File: src/design/riscv_pkg.sv
`default_nettype none

package riscv_pkg;

	// ========================================
	// Widths
	// ========================================

	localparam int XLEN   = 32; // Instruction and data word width.
	localparam int ADDR_W = 32;

	// ========================================
	// Major opcodes
	// ========================================

	typedef enum logic [6:0] {
		LOAD   = 7'b0000011,
		STORE  = 7'b0100011,
		OP_IMM = 7'b0010011,
		OP     = 7'b0110011,
		LUI    = 7'b0110111,
		BRANCH = 7'b1100011,
		JAL    = 7'b1101111,
		JALR   = 7'b1100111
	} opcode_e;

	// Low two bits of a parcel; 11 marks a full 32-bit instruction.
	typedef enum logic [1:0] {
		Q0      = 2'b00,
		Q1      = 2'b01,
		Q2      = 2'b10,
		NOT_RVC = 2'b11
	} rvc_quadrant_e;

	// ========================================
	// Register indices and funct3 fields
	// ========================================

	localparam logic [4:0] REG_X0 = 5'd0;
	localparam logic [4:0] REG_RA = 5'd1;
	localparam logic [4:0] REG_SP = 5'd2; // Base of C.ADDI4SPN.

	localparam logic [2:0] FUNCT3_ADD   = 3'b000;
	localparam logic [2:0] FUNCT3_SLL   = 3'b001;
	localparam logic [2:0] FUNCT3_LW_SW = 3'b010;
	localparam logic [2:0] FUNCT3_BEQ   = 3'b000;
	localparam logic [2:0] FUNCT3_BNE   = 3'b001;

endpackage

`default_nettype wire

File: src/design/fetch_pkg.sv
`default_nettype none

package fetch_pkg;

	// ========================================
	// Realign buffer
	// ========================================

	localparam int BUF_WORDS = 2;
	localparam int BUF_CNT_W = $clog2(BUF_WORDS + 1); // Count runs from 0 to BUF_WORDS.
	localparam logic [BUF_CNT_W-1:0] BUF_FULL = BUF_CNT_W'(BUF_WORDS);

	typedef enum logic [1:0] {
		RD_NONE = 2'd0,
		RD_HALF = 2'd1, // One compressed parcel.
		RD_WORD = 2'd2
	} rd_size_e;

	// ========================================
	// Datapath structs
	// ========================================

	typedef struct packed {
		logic [riscv_pkg::XLEN-1:0]   instr; // Low halfword is the oldest one.
		logic [riscv_pkg::ADDR_W-1:0] addr;
	} parcel_t;

	typedef struct packed {
		logic [riscv_pkg::XLEN-1:0]   instr;
		logic [riscv_pkg::ADDR_W-1:0] addr;
		logic                         compressed;
		logic                         illegal;
	} fetch_out_t;

endpackage

`default_nettype wire

File: src/design/realign_buffer.sv
`timescale 1ns/100ps
`default_nettype none

module realign_buffer (
	input  logic                          clk,
	input  logic                          rst_n,

	input  logic                          clear_i,
	input  logic                          read_offset_i,

	input  logic                          write_en_i,
	input  logic [riscv_pkg::XLEN-1:0]    word_i,
	input  logic [riscv_pkg::ADDR_W-1:0]  word_addr_i,

	input  fetch_pkg::rd_size_e           rd_size_i,
	output fetch_pkg::parcel_t            parcel_o,

	output logic                          full_o,
	output logic                          empty_o
);

	logic [riscv_pkg::XLEN-1:0]   words [fetch_pkg::BUF_WORDS];
	logic [riscv_pkg::ADDR_W-1:0] addrs [fetch_pkg::BUF_WORDS];

	logic [fetch_pkg::BUF_CNT_W-1:0] count;
	logic [fetch_pkg::BUF_CNT_W-1:0] count_after_pop;
	logic                            half_ptr; // Halfword offset inside the head word.

	logic [1:0]                    rd_halves;
	logic [1:0]                    ptr_sum;
	logic [1:0]                    need_halves;
	logic [fetch_pkg::BUF_CNT_W:0] avail_halves;
	logic                          pop;
	logic                          wr_idx;

	// ========================================
	// Read side
	// ========================================

	always_comb begin
		case (rd_size_i)
			fetch_pkg::RD_HALF: rd_halves = 2'd1;
			fetch_pkg::RD_WORD: rd_halves = 2'd2;
			default:            rd_halves = 2'd0;
		endcase
	end

	assign ptr_sum = {1'b0, half_ptr} + rd_halves;
	assign pop     = ptr_sum[1]; // Crossing into the next word frees the head.

	// The window straddles both entries when reading from the upper half.
	assign parcel_o.instr = half_ptr ? {words[1][15:0], words[0][31:16]} : words[0];
	assign parcel_o.addr  = {addrs[0][riscv_pkg::ADDR_W-1:2], half_ptr, 1'b0};

	always_comb begin
		if (count == '0) begin
			avail_halves = '0;
		end else begin
			avail_halves = {count, 1'b0} - {{fetch_pkg::BUF_CNT_W{1'b0}}, half_ptr};
		end
	end

	assign need_halves = (parcel_o.instr[1:0] == 2'b11) ? 2'd2 : 2'd1;
	assign empty_o     = avail_halves < {{(fetch_pkg::BUF_CNT_W-1){1'b0}}, need_halves};
	assign full_o      = (count == fetch_pkg::BUF_FULL);

	// ========================================
	// Write side and storage
	// ========================================

	assign count_after_pop = count - {{(fetch_pkg::BUF_CNT_W-1){1'b0}}, pop};
	assign wr_idx          = count_after_pop[0];

	always_ff @(posedge clk) begin
		if (pop) begin
			words[0] <= words[1];
			addrs[0] <= addrs[1];
		end
		if (write_en_i) begin
			words[wr_idx] <= word_i; // Lands behind whatever survives the pop.
			addrs[wr_idx] <= word_addr_i;
		end
	end

	always_ff @(posedge clk or negedge rst_n) begin
		if (!rst_n) begin
			count    <= '0;
			half_ptr <= 1'b0;
		end else if (clear_i) begin
			count    <= '0;
			half_ptr <= read_offset_i; // Odd-halfword targets skip the first half.
		end else begin
			count    <= count_after_pop + {{(fetch_pkg::BUF_CNT_W-1){1'b0}}, write_en_i};
			half_ptr <= ptr_sum[0];
		end
	end

	// ========================================
	// Assertions
	// ========================================

	a_no_overflow: assert property (@(posedge clk) disable iff (!rst_n)
		(write_en_i && full_o && !clear_i) |-> pop)
		else $error("Word written into a full realign buffer.");

	a_no_underflow: assert property (@(posedge clk) disable iff (!rst_n)
		(rd_size_i != fetch_pkg::RD_NONE) |-> !empty_o)
		else $error("Read from realign buffer without a complete instruction.");

endmodule

`default_nettype wire

File: src/design/rvc_decompressor.sv
`timescale 1ns/100ps
`default_nettype none

module rvc_decompressor (
	input  logic [riscv_pkg::XLEN-1:0] instr_i,
	output logic [riscv_pkg::XLEN-1:0] instr_o,
	output logic                       compressed_o,
	output logic                       illegal_o
);

	logic [4:0] rd;
	logic [4:0] rs2;
	logic [4:0] rd_p;  // x8..x15 from bits 4:2.
	logic [4:0] rs1_p; // x8..x15 from bits 9:7.
	logic [2:0] funct3;
	logic       sign;

	assign rd     = instr_i[11:7];
	assign rs2    = instr_i[6:2];
	assign rd_p   = {2'b01, instr_i[4:2]};
	assign rs1_p  = {2'b01, instr_i[9:7]};
	assign funct3 = instr_i[15:13];
	assign sign   = instr_i[12];

	always_comb begin
		instr_o      = '0;
		compressed_o = 1'b1;
		illegal_o    = 1'b0;

		case (riscv_pkg::rvc_quadrant_e'(instr_i[1:0]))
			// ========================================
			// Quadrant 0
			// ========================================
			riscv_pkg::Q0: begin
				case (funct3)
					3'b000: begin
						// C.ADDI4SPN; a zero immediate is reserved.
						instr_o = {2'b00, instr_i[10:7], instr_i[12:11], instr_i[5], instr_i[6],
							2'b00, riscv_pkg::REG_SP, riscv_pkg::FUNCT3_ADD, rd_p,
							riscv_pkg::OP_IMM};
						illegal_o = (instr_i[12:5] == 8'd0);
					end
					3'b010: begin
						instr_o = {5'd0, instr_i[5], instr_i[12:10], instr_i[6], 2'b00, rs1_p,
							riscv_pkg::FUNCT3_LW_SW, rd_p, riscv_pkg::LOAD}; // C.LW.
					end
					3'b110: begin
						instr_o = {5'd0, instr_i[5], instr_i[12], rd_p, rs1_p,
							riscv_pkg::FUNCT3_LW_SW, instr_i[11:10], instr_i[6], 2'b00,
							riscv_pkg::STORE}; // C.SW.
					end
					default: illegal_o = 1'b1;
				endcase
			end

			// ========================================
			// Quadrant 1
			// ========================================
			riscv_pkg::Q1: begin
				case (funct3)
					3'b000: begin
						instr_o = {{6{sign}}, sign, instr_i[6:2], rd, riscv_pkg::FUNCT3_ADD, rd,
							riscv_pkg::OP_IMM}; // C.ADDI, C.NOP when rd is x0.
					end
					3'b010: begin
						instr_o = {{6{sign}}, sign, instr_i[6:2], riscv_pkg::REG_X0,
							riscv_pkg::FUNCT3_ADD, rd, riscv_pkg::OP_IMM}; // C.LI.
					end
					3'b011: begin
						// rd of x2 is C.ADDI16SP, which is not supported.
						instr_o = {{14{sign}}, sign, instr_i[6:2], rd, riscv_pkg::LUI};
						illegal_o = (rd == riscv_pkg::REG_SP) ||
							({sign, instr_i[6:2]} == 6'd0);
					end
					3'b101: begin
						instr_o = {sign, instr_i[8], instr_i[10:9], instr_i[6], instr_i[7],
							instr_i[2], instr_i[11], instr_i[5:3], sign, {8{sign}},
							riscv_pkg::REG_X0, riscv_pkg::JAL}; // C.J.
					end
					3'b110, 3'b111: begin
						instr_o = {sign, {3{sign}}, instr_i[6:5], instr_i[2], riscv_pkg::REG_X0,
							rs1_p, funct3[0] ? riscv_pkg::FUNCT3_BNE : riscv_pkg::FUNCT3_BEQ,
							instr_i[11:10], instr_i[4:3], sign, riscv_pkg::BRANCH};
					end
					default: illegal_o = 1'b1;
				endcase
			end

			// ========================================
			// Quadrant 2
			// ========================================
			riscv_pkg::Q2: begin
				case (funct3)
					3'b000: begin
						instr_o = {7'd0, instr_i[6:2], rd, riscv_pkg::FUNCT3_SLL, rd,
							riscv_pkg::OP_IMM};
						illegal_o = sign; // shamt[5] is reserved on RV32.
					end
					3'b100: begin
						if (!sign && rs2 == riscv_pkg::REG_X0) begin
							instr_o = {12'd0, rd, riscv_pkg::FUNCT3_ADD, riscv_pkg::REG_X0,
								riscv_pkg::JALR}; // C.JR.
							illegal_o = (rd == riscv_pkg::REG_X0);
						end else if (!sign) begin
							instr_o = {7'd0, rs2, riscv_pkg::REG_X0, riscv_pkg::FUNCT3_ADD, rd,
								riscv_pkg::OP}; // C.MV.
						end else if (rs2 != riscv_pkg::REG_X0) begin
							instr_o = {7'd0, rs2, rd, riscv_pkg::FUNCT3_ADD, rd,
								riscv_pkg::OP}; // C.ADD.
						end else begin
							illegal_o = 1'b1;
						end
					end
					default: illegal_o = 1'b1;
				endcase
			end

			default: begin
				instr_o      = instr_i;
				compressed_o = 1'b0;
			end
		endcase

		if (illegal_o) begin
			instr_o = '0;
		end
	end

endmodule

`default_nettype wire

File: src/design/fetch_stage.sv
`timescale 1ns/100ps
`default_nettype none

module fetch_stage (
	input  logic                         clk,
	input  logic                         rst_n,

	input  logic                         req_i,
	input  logic                         retire_inst_i,
	input  logic                         target_valid_i,
	input  logic [riscv_pkg::ADDR_W-1:0] target_addr_i,

	output fetch_pkg::fetch_out_t        fetch_out_o,
	output logic                         instr_valid_o,

	output logic                         imem_valid_o,
	output logic [riscv_pkg::ADDR_W-1:0] imem_addr_o,
	input  logic                         imem_ready_i,
	input  logic [riscv_pkg::XLEN-1:0]   imem_rdata_i
);

	fetch_pkg::parcel_t   parcel;
	fetch_pkg::rd_size_e  rd_size;

	logic [riscv_pkg::XLEN-1:0]   decomp_instr;
	logic                         compressed;
	logic                         illegal;
	logic                         buf_full;
	logic                         buf_empty;

	logic [riscv_pkg::ADDR_W-1:0] fetch_addr;
	logic [riscv_pkg::ADDR_W-1:0] fetch_addr_inc;
	logic [riscv_pkg::ADDR_W-1:0] target_word;

	logic fetch_en_q;
	logic take_next;
	logic load_out;
	logic word_accept;

	// ========================================
	// Memory request
	// ========================================

	assign fetch_addr_inc = fetch_addr + 32'd4;
	assign target_word    = {target_addr_i[riscv_pkg::ADDR_W-1:2], 2'b00};

	assign imem_valid_o = fetch_en_q & ((req_i & ~buf_full) | target_valid_i);
	assign imem_addr_o  = target_valid_i ? target_word :
		(imem_ready_i ? fetch_addr_inc : fetch_addr);

	// A word returned during a redirect belongs to the old stream.
	assign word_accept = imem_valid_o & imem_ready_i & ~target_valid_i;

	always_ff @(posedge clk or negedge rst_n) begin
		if (!rst_n) begin
			fetch_en_q <= 1'b0; // Fetch starts the cycle after reset is released.
			fetch_addr <= '0;
		end else begin
			fetch_en_q <= 1'b1;
			if (target_valid_i) begin
				fetch_addr <= target_word;
			end else if (imem_valid_o && imem_ready_i) begin
				fetch_addr <= fetch_addr_inc;
			end
		end
	end

	// ========================================
	// Buffer and decompressor
	// ========================================

	assign take_next = ~instr_valid_o | retire_inst_i;
	assign load_out  = take_next & ~buf_empty & ~target_valid_i;
	assign rd_size   = load_out ? (compressed ? fetch_pkg::RD_HALF : fetch_pkg::RD_WORD) :
		fetch_pkg::RD_NONE;

	realign_buffer u_buffer (
		.clk           (clk),
		.rst_n         (rst_n),
		.clear_i       (target_valid_i),
		.read_offset_i (target_addr_i[1]),
		.write_en_i    (word_accept),
		.word_i        (imem_rdata_i),
		.word_addr_i   (fetch_addr),
		.rd_size_i     (rd_size),
		.parcel_o      (parcel),
		.full_o        (buf_full),
		.empty_o       (buf_empty)
	);

	rvc_decompressor u_decomp (
		.instr_i      (parcel.instr),
		.instr_o      (decomp_instr),
		.compressed_o (compressed),
		.illegal_o    (illegal)
	);

	// ========================================
	// Output register
	// ========================================

	always_ff @(posedge clk or negedge rst_n) begin
		if (!rst_n) begin
			instr_valid_o <= 1'b0;
		end else if (target_valid_i) begin
			instr_valid_o <= 1'b0;
		end else if (take_next) begin
			instr_valid_o <= ~buf_empty;
		end
	end

	always_ff @(posedge clk) begin
		if (load_out) begin
			fetch_out_o.instr      <= decomp_instr;
			fetch_out_o.addr       <= parcel.addr;
			fetch_out_o.compressed <= compressed;
			fetch_out_o.illegal    <= illegal;
		end
	end

	a_redirect_flush: assert property (@(posedge clk) disable iff (!rst_n)
		target_valid_i |=> !instr_valid_o && buf_empty &&
			(parcel.addr[1] == $past(target_addr_i[1])))
		else $error("Output or realign buffer not flushed after a redirect.");

endmodule

`default_nettype wire

File: config.mk
export PLATFORM = sky130hd
export DESIGN_NAME = fetch_stage
export DESIGN_NICKNAME = d
export VERILOG_FILES = /design/src/design/riscv_pkg.sv /design/src/design/fetch_pkg.sv /design/src/design/realign_buffer.sv /design/src/design/rvc_decompressor.sv /design/src/design/fetch_stage.sv
export SDC_FILE = /design/constraint.sdc
export NUM_CORES = 1
export LEC_CHECK = 0
export BUFFER_PORTS_ARGS = -buffer_cell sky130_fd_sc_hd__buf_2
export CAP_MARGIN = 10
export CORE_ASPECT_RATIO = 0.5
export CORE_MARGIN = 4
export CORE_UTILIZATION = 52
export DETAILED_ROUTE_END_ITERATION = 12
export GPL_TIMING_DRIVEN = 0
export HOLD_SLACK_MARGIN = 0.05
export PLACE_DENSITY_LB_ADDON = 0.12
export SLEW_MARGIN = 10
export SYNTH_ARGS = -nofsm -noshare
export SYNTH_HDL_FRONTEND = slang
export SYNTH_HIERARCHICAL = 1
export SYNTH_SLANG_ARGS = --single-unit
File: constraint.sdc
create_clock -name clk -period 9.7 [get_ports clk]
set_input_delay 1.455 -clock clk [delete_from_list [all_inputs] [get_ports clk]]
set_output_delay 1.455 -clock clk [all_outputs]
set_load 0.05 [all_outputs]
==> flow_summary.toml, run 1 <==
[yosys]
syn_area_per_cell_um2 = 12.17
ys_ff_latch = 225
syn-instance-count = 952
ys_async_sr_fraction_pct = 15.56
yosysSeqAreaShare_pct = 56.80
synth_edf_count = 190
syn_area_um2 = 11590
synthDistinctLibCells = 80
ys_warn_count = 6
ys.flop_type = "edfxtp_1"

[die]
rows = 38
start_util_pct = 53.21
fp.dieH_um = 113.6
io_pins = 170
die_area_um2 = 24880
fp.dieW_um = 219.1
core_area_um2 = 21780

[worst_setup_path]
cpLargestDelayFamily = "buffers and inverters"
path_class = "input pin to output port"
arrival_ns = 3.91
cp_slowest_cell = "clkbuf_1"
cp-end-kind = "output port"
cp.required_ns = 8.25
crit_path_cell_trace = "buf_2 -> clkbuf_1 -> clkinv_1 -> clkbuf_1 -> clkbuf_1 -> a31oi_1 -> buf_2"
cpPeakStageDelay_ns = 0.50
cp_max_fo = 10
cp_common_cell = "clkbuf_1"
crit_buf_inv = 6
critPathLaunchType = "input pin"

[global_routing]
antenna_found_initial = 1
grt_pass1_wl_mm = 53.63
grt_start_max_net_pins = 49
grt_pass1_vias = 8884
grt-ovfl-total = 0
track_usage_pct = 27.88

[clock_network]
clock_path_buffers = 3
cts_resized = 0
clockRootBuffer = "clkbuf_16"
cts.sinks = 225
postCtsSetupRepairBufs = 0
path_clk_slew_ns = 0.07
cts_hold_buf = 0
numCtsBuffers = 22
cts_tree = "built"
worst_skew_pair.late_latency_ns = 0.54
htree_num_levels = 1

[drt]
wl_per_cell_um = 23.95
drt_iter0_markers = 792
num_vias = 9062
viasPerCell = 6.181
first_pass_iters = 5
routed_wl_mm = 35.12
ant_nets = 0
route.detailed.drc = 0

[placement]
gp_congestion = 1.010
dp_hpwl_mm = 24.90
portBuffers = 165

[sta]
rsz0062_at_grt = "no"
fmax_mhz = 186.4
setup_violations = 0
slew_violations = 0
period_minus_slack_ns = 5.365
relSlewSlack_pct = 34.37
fin_skew_ns = 0.02486
fin_setup_tns_ns = 0
worst_pin_slew_ns = 0.9779
period_share_pct = 55.31
worst_hold_slack_ns = 0.4175
hold_viol = 0

[layout]
area_growth_pct = 17.83
drive_gt1_share_pct = 32.93
final_common_cell = "edfxtp_1"
multi_input_area_um2 = 4607
layout_common_cells = "190 x edfxtp_1, 189 x buf_2, 108 x mux2_2"
num-nets-final = 1227
antenna_cells = 0
ff_latch_area_um2 = 6581
fillers = 1788

[min_path]
hp-class = "register to register"

[flow_run]
maxCapViolations = 0

[pwr]
ir_worst_vdd_mv = 0.1828
leakagePower_nw = 4.877
pwr_density_cell_nw_per_um2 = 308.0

[status]
status = "finished clean"
==> cell usage after synthesis (7+ instances only) <==
cell type / number / area, um2
o31ai_1: 12 / 90.09
a311oi_1: 13 / 113.9
inv_1: 14 / 52.55
a21oi_1: 33 / 165.2
dfrtp_1: 35 / 875.8
o21a_1: 8 / 60.06
or3_1: 8 / 50.05
xor2_1: 8 / 70.07
nor3_1: 26 / 130.1
o21ai_0: 27 / 135.1
edfxtp_1: 190 / 5705
buf_4: 11 / 82.58
nand2_1: 53 / 198.9
nand3_1: 22 / 110.1
and2_1: 11 / 68.82
o211ai_1: 9 / 67.56
clkbuf_1: 31 / 116.4
a31oi_1: 27 / 168.9
ha_1: 7 / 87.58
or4_1: 14 / 105.1
buf_2: 24 / 120.1
nor4_1: 16 / 100.1
xnor2_1: 16 / 140.1
a211oi_1: 11 / 82.58
and3_1: 9 / 56.30
nor2_1: 62 / 232.7
nand4_1: 18 / 112.6
nor2b_1: 17 / 106.4
mux2_2: 108 / 1216
==> metrics by stage <==
step	utilization, %	total power, W	worst slack (ns)	instance area, um2	instances
2_1_floorplan	-	0.002752	0.09966	11590	953
3_3_place_gp	58.74	0.003307	-3.683	12790	1418
3_5_place_dp	59.33	0.003309	3.994	12920	1426
4_1_cts	62.69	0.004194	4.393	13650	1466
5_1_grt	62.69	0.004384	4.265	13650	1466
6_report	62.69	0.004204	4.335	13650	1466
==> state kept, by name, indices dropped and copies added (netlist names) <==
| name | flops |
|---|---|
| fetch_out_o | 66 |
| u_buffer/words | 64 |
| u_buffer/addrs | 60 |
| fetch_addr | 30 |
| u_buffer/count | 2 |
| fetch_en_q | 1 |
| instr_valid_o | 1 |
| u_buffer/half_ptr | 1 |
==> per-layer routing <==
metal	track usage, %	wire [um]	up-vias
met1	39.10	15230	4482
met5	0	9	-
met3	5.723	2857	61
met2	45.13	16290	422
met4	6.942	733	2
li1	-	-	4095
==> where the power goes <==
part	leakage, nW	switching [W]	total (W)	internal, W
Sequential	2.15	0.0000791	0.00144	0.00136
Clock	0.354	0.000389	0.000881	0.000492
Combinational	2.37	0.00135	0.00188	0.000534
==> layout make-up <==
class / count / share of cell area (%)
Multi-Input combinational cell: 637 / 33.75
Buffer: 72 / 2.566
Inverter: 19 / 0.5224
Sequential cell: 225 / 48.21
Timing Repair Buffer: 173 / 6.837
Tap cell: 300 / 2.750
Clock inverter: 14 / 1.081
Clock buffer: 26 / 4.289
==> kinds of logic (layout without fill, tap and decap cells) <==
family                     Yosys count  in the layout  share of synthesized area, %
other                                3              4                       0.09719
DFF                                225            225                         56.80
buffers and inverters               91            304                         3.639
xor gates and xnor gates            24             24                         1.814
AOI/OAI and AO/OA                  197            197                         12.12
muxes                              112            112                         10.84
and+or+nand+nor                    293            293                         13.93
adders and majority gates            7              7                        0.7559
==> path summary, 6_finish.rpt <==
kind,startpoint,to,slack [ns],cells after the start
worst max-delay path,target_valid_i,imem_addr_o[27],4.34,7
worst min-delay path,u_buffer/addrs[0][27],fetch_out_o[29],0.42,0
worst max register to register,u_buffer/half_ptr,u_buffer/words[0][12],4.62,17
worst min register to register,u_buffer/addrs[0][27],fetch_out_o[29],0.42,0
max in group asynchronous,rst_n,fetch_addr[23],8.05,1
min in group asynchronous,rst_n,fetch_addr[21],1.05,1
==> worst register-to-register path, cell delays in order, from the launching register on <==
cell and delay (ns):
dfrtp_1 0.41, buf_4 0.20, buf_2 0.30, mux2_2 0.25, buf_4 0.20, clkinv_1 0.37
nor2_1 0.32, inv_2 0.20, nor4_1 0.41, nor2b_1 0.11, ha_1 0.21, xnor2_1 0.16
ha_1 0.32, ha_1 0.13, buf_2 0.23, buf_4 0.26, or2_4 0.35, buf_16 0.30
Power figures use the tool's default switching activity.
==> run 2: changes to the inputs <==
--- a/config.mk
+++ b/config.mk
@@ -5,11 +5,12 @@
 export SDC_FILE = /design/constraint.sdc
 export NUM_CORES = 1
 export LEC_CHECK = 0
+export ABC_AREA = 1
 export BUFFER_PORTS_ARGS = -buffer_cell sky130_fd_sc_hd__buf_2
 export CAP_MARGIN = 10
 export CORE_ASPECT_RATIO = 0.5
 export CORE_MARGIN = 4
-export CORE_UTILIZATION = 52
+export CORE_UTILIZATION = 57
 export DETAILED_ROUTE_END_ITERATION = 12
 export GPL_TIMING_DRIVEN = 0
 export HOLD_SLACK_MARGIN = 0.05
==> constraint.sdc (replaced) <==
create_clock -name clk -period 5.5 [get_ports clk]
set_input_delay 0.825 -clock clk [delete_from_list [all_inputs] [get_ports clk]]
set_output_delay 0.825 -clock clk [all_outputs]
set_load 0.05 [all_outputs]
==> run 2 against run 1 <==
Die area shrank 8.5%. Core utilization grew 5.9 points. Clock power grew 83%. Highest routed layer is now met4. Largest cell class unchanged. Synthesized cell count grew 38%. Cell area shrank 1.1%. Worst hold slack lost 0.0025 ns. Total power grew 86%. Non-clock buffer count shrank 20. Routed wire length shrank 6.0%. Flip-flop and latch count is the same. Sequential power grew 88%. Cell count grew 22%.
==> flow_summary.toml, run 2 <==
[flow_run]
maxCapViolations = 0

[yosys]
yosysMostFrequentCell = "nand2_1"
synthMuxAreaShare_pct = 0
ys.flop_type = "edfxtp_1"
synth_top_family_by_area = "simple AND/OR/NAND/NOR gates"
synth_compound_area_share_pct = 7.709
synth_common_cells = "517 x nand2_1, 190 x edfxtp_1, 126 x nor2_1"
synth_xor_area_share_pct = 1.418
yosysSeqAreaShare_pct = 56.95
syn_area_um2 = 11560
synth.largest_area_cell = "edfxtp_1"
synthDistinctLibCells = 40
synth_top_area_share_pct = 49.37
synth-simple-area-share_pct = 26.82
ys_async_sr_fraction_pct = 15.56
synth_area_leaders = "edfxtp_1 49%, nand2_1 17%, dfrtp_1 7.6%"
syn_area_per_cell_um2 = 8.801
ys_warn_count = 6
ys_ff_latch = 225
synth_edf_count = 190
yosys.area_share.adder_pct = 0.7579
syn-instance-count = 1313

[worst_setup_path]
cp_slowest_cell = "clkbuf_1"
arrival_ns = 4.91
path_class = "register to register"
critPathLaunchType = "register"
cp.required_ns = 5.58
cpPeakStageDelay_ns = 0.63
cp_max_fo = 62
cp-end-kind = "register"
cpLargestDelayFamily = "buffers and inverters"
crit_path_cell_trace = "buf_6 -> inv_2 -> nand2_1 -> nand2_1 -> nand2_1 -> buf_2 -> clkbuf_1 -> inv_1 -> nor2_1 -> inv_1 -> nor2_1 -> ha_1 -> xor2_1 -> inv_1 -> ha_1 -> ha_1 -> buf_4 -> inv_2 -> buf_2 -> nand2_4"
crit_buf_inv = 10

[pwr]
ir_worst_vdd_mv = 0.2747
p_total_w = 0.007830
leakagePower_nw = 6.086
pwr_density_cell_nw_per_um2 = 579.9

[drt]
ant_nets = 0
num_vias = 9945
viasPerCell = 5.575
drt_iter0_markers = 1011
first_pass_iters = 5
wl_per_cell_um = 18.50
route.detailed.drc = 0
routed_wl_mm = 33.01

[layout]
layout_common_cells = "516 x nand2_1, 190 x edfxtp_1, 183 x buf_2"
multi_input_area_um2 = 4277
area_growth_pct = 16.85
final_common_cell = "nand2_1"
top_register = "fetch_out_o"
drive_gt1_share_pct = 19.50
largest_reg_flops = 66
ff_latch_area_um2 = 6581
reg_top3 = "fetch_out_o (66), u_buffer/words (64), u_buffer/addrs (60)"
num-nets-final = 1580
fillers = 1556
antenna_cells = 0

[global_routing]
antenna_found_initial = 0
track_usage_pct = 28.78
grt_pass1_vias = 9486
grt-ovfl-total = 0
grt_pass1_wl_mm = 51.39
grt_start_max_net_pins = 67

[clock_network]
postCtsSetupRepairBufs = 0
htree_num_levels = 1
cts_tree = "built"
cts.sinks = 225
clock_path_buffers = 3
clockRootBuffer = "clkbuf_16"
path_clk_slew_ns = 0.07
cts_resized = 0
cts_hold_buf = 0
numCtsBuffers = 21
worst_skew_pair.late_latency_ns = 0.52

[sta]
rsz0062_at_grt = "no"
setup_violations = 0
hold_viol = 0
fin_skew_ns = 0.01674
period_minus_slack_ns = 4.837
slew_violations = 0
fmax_mhz = 206.7
worst_hold_slack_ns = 0.4150
period_share_pct = 87.95
worst_pin_slew_ns = 0.9205
relSlewSlack_pct = 37.99

[min_path]
hp-class = "input pin to async pin"

[die]
core_area_um2 = 19680
die_area_um2 = 22750
fp.dieH_um = 108.7
io_pins = 170
start_util_pct = 58.71
fp.dieW_um = 209.4
rows = 36

[placement]
portBuffers = 166
dp_hpwl_mm = 23.36
gp_congestion = 0.9984

[status]
status = "finished clean"
## run 2: cell count changes after synthesis, sizes merged, moves of 26 or more
cell and delta:
nand2 +479, mux2 -108, nor2 +81, inv +73
o21ai +60, nand3 +34, nor3 -30, a31oi -26
## run 2: final timing paths
path | cells after the start | start | to | slack [ns]
hold / removal | 1 | rst_n | fetch_addr[8] | 0.41
max in group asynchronous | 1 | rst_n | fetch_addr[23] | 4.53
min in group clk | 0 | u_buffer/addrs[0][23] | fetch_out_o[25] | 0.42
hold reg to reg | 0 | u_buffer/addrs[0][23] | fetch_out_o[25] | 0.41
setup / recovery | 20 | u_buffer/half_ptr | u_buffer/words[0][31] | 0.66
setup reg to reg | 20 | u_buffer/half_ptr | u_buffer/words[0][31] | 0.66
## run 2: report_power, final
| group | leakage [nW] | internal, W | total, W | switching (W) |
|---|---|---|---|---|
| sequential | 2.17 | 0.00251 | 0.00271 | 0.000196 |
| combinational | 3.55 | 0.000830 | 0.00351 | 0.00268 |
| clock | 0.367 | 0.000947 | 0.00161 | 0.000664 |
| total | 6.09 | 0.00429 | 0.00783 | 0.00355 |
## run 2: cell families (layout without fill, tap and decap cells)
kind of cell	Yosys count	count (layout)
AOI/OAI and AO/OA	166	166
xor gates and xnor gates	17	17
adders and majority gates	7	7
buffers and inverters	149	353
DFF	225	225
other	3	4
and+or+nand+nor	746	746
## run 2: area by class of cell
cell class,instances,area share [%]
clock buffers,21,3.892
inverters,90,2.539
flip-flops and latches,225,48.74
plain buffers,59,2.826
repair buffers,166,6.153
clock inverters,17,1.714
well taps,266,2.465
multi-input cells,940,31.67
## run 2: layer usage
metal  global-route usage (%)  part of all wire (%)  wire length, um  vias to the layer above
li1                         -                     -                -                     4660
met1                    37.45                    39            12960                     4659
met2                    49.38                    48            15960                      526
met3                    5.231                   8.6             2841                      100
met4                    10.42                   3.8             1248                        0
met5                        0                     0                0                        -
## run 2: through the flow
step	cell area (um2)	instances	utilization (%)	TNS, ns	setup slack (ns)
final	13500	1784	68.60	0	0.6629
after global routing	13500	1784	68.60	0	0.2796
after CTS	13500	1784	68.60	0	0.7531
after detailed placement	12750	1746	64.75	0	0.8155
after global placement	12720	1746	64.64	-27.44	-0.3842
after floorplan	11560	1314	-	0	0.9980
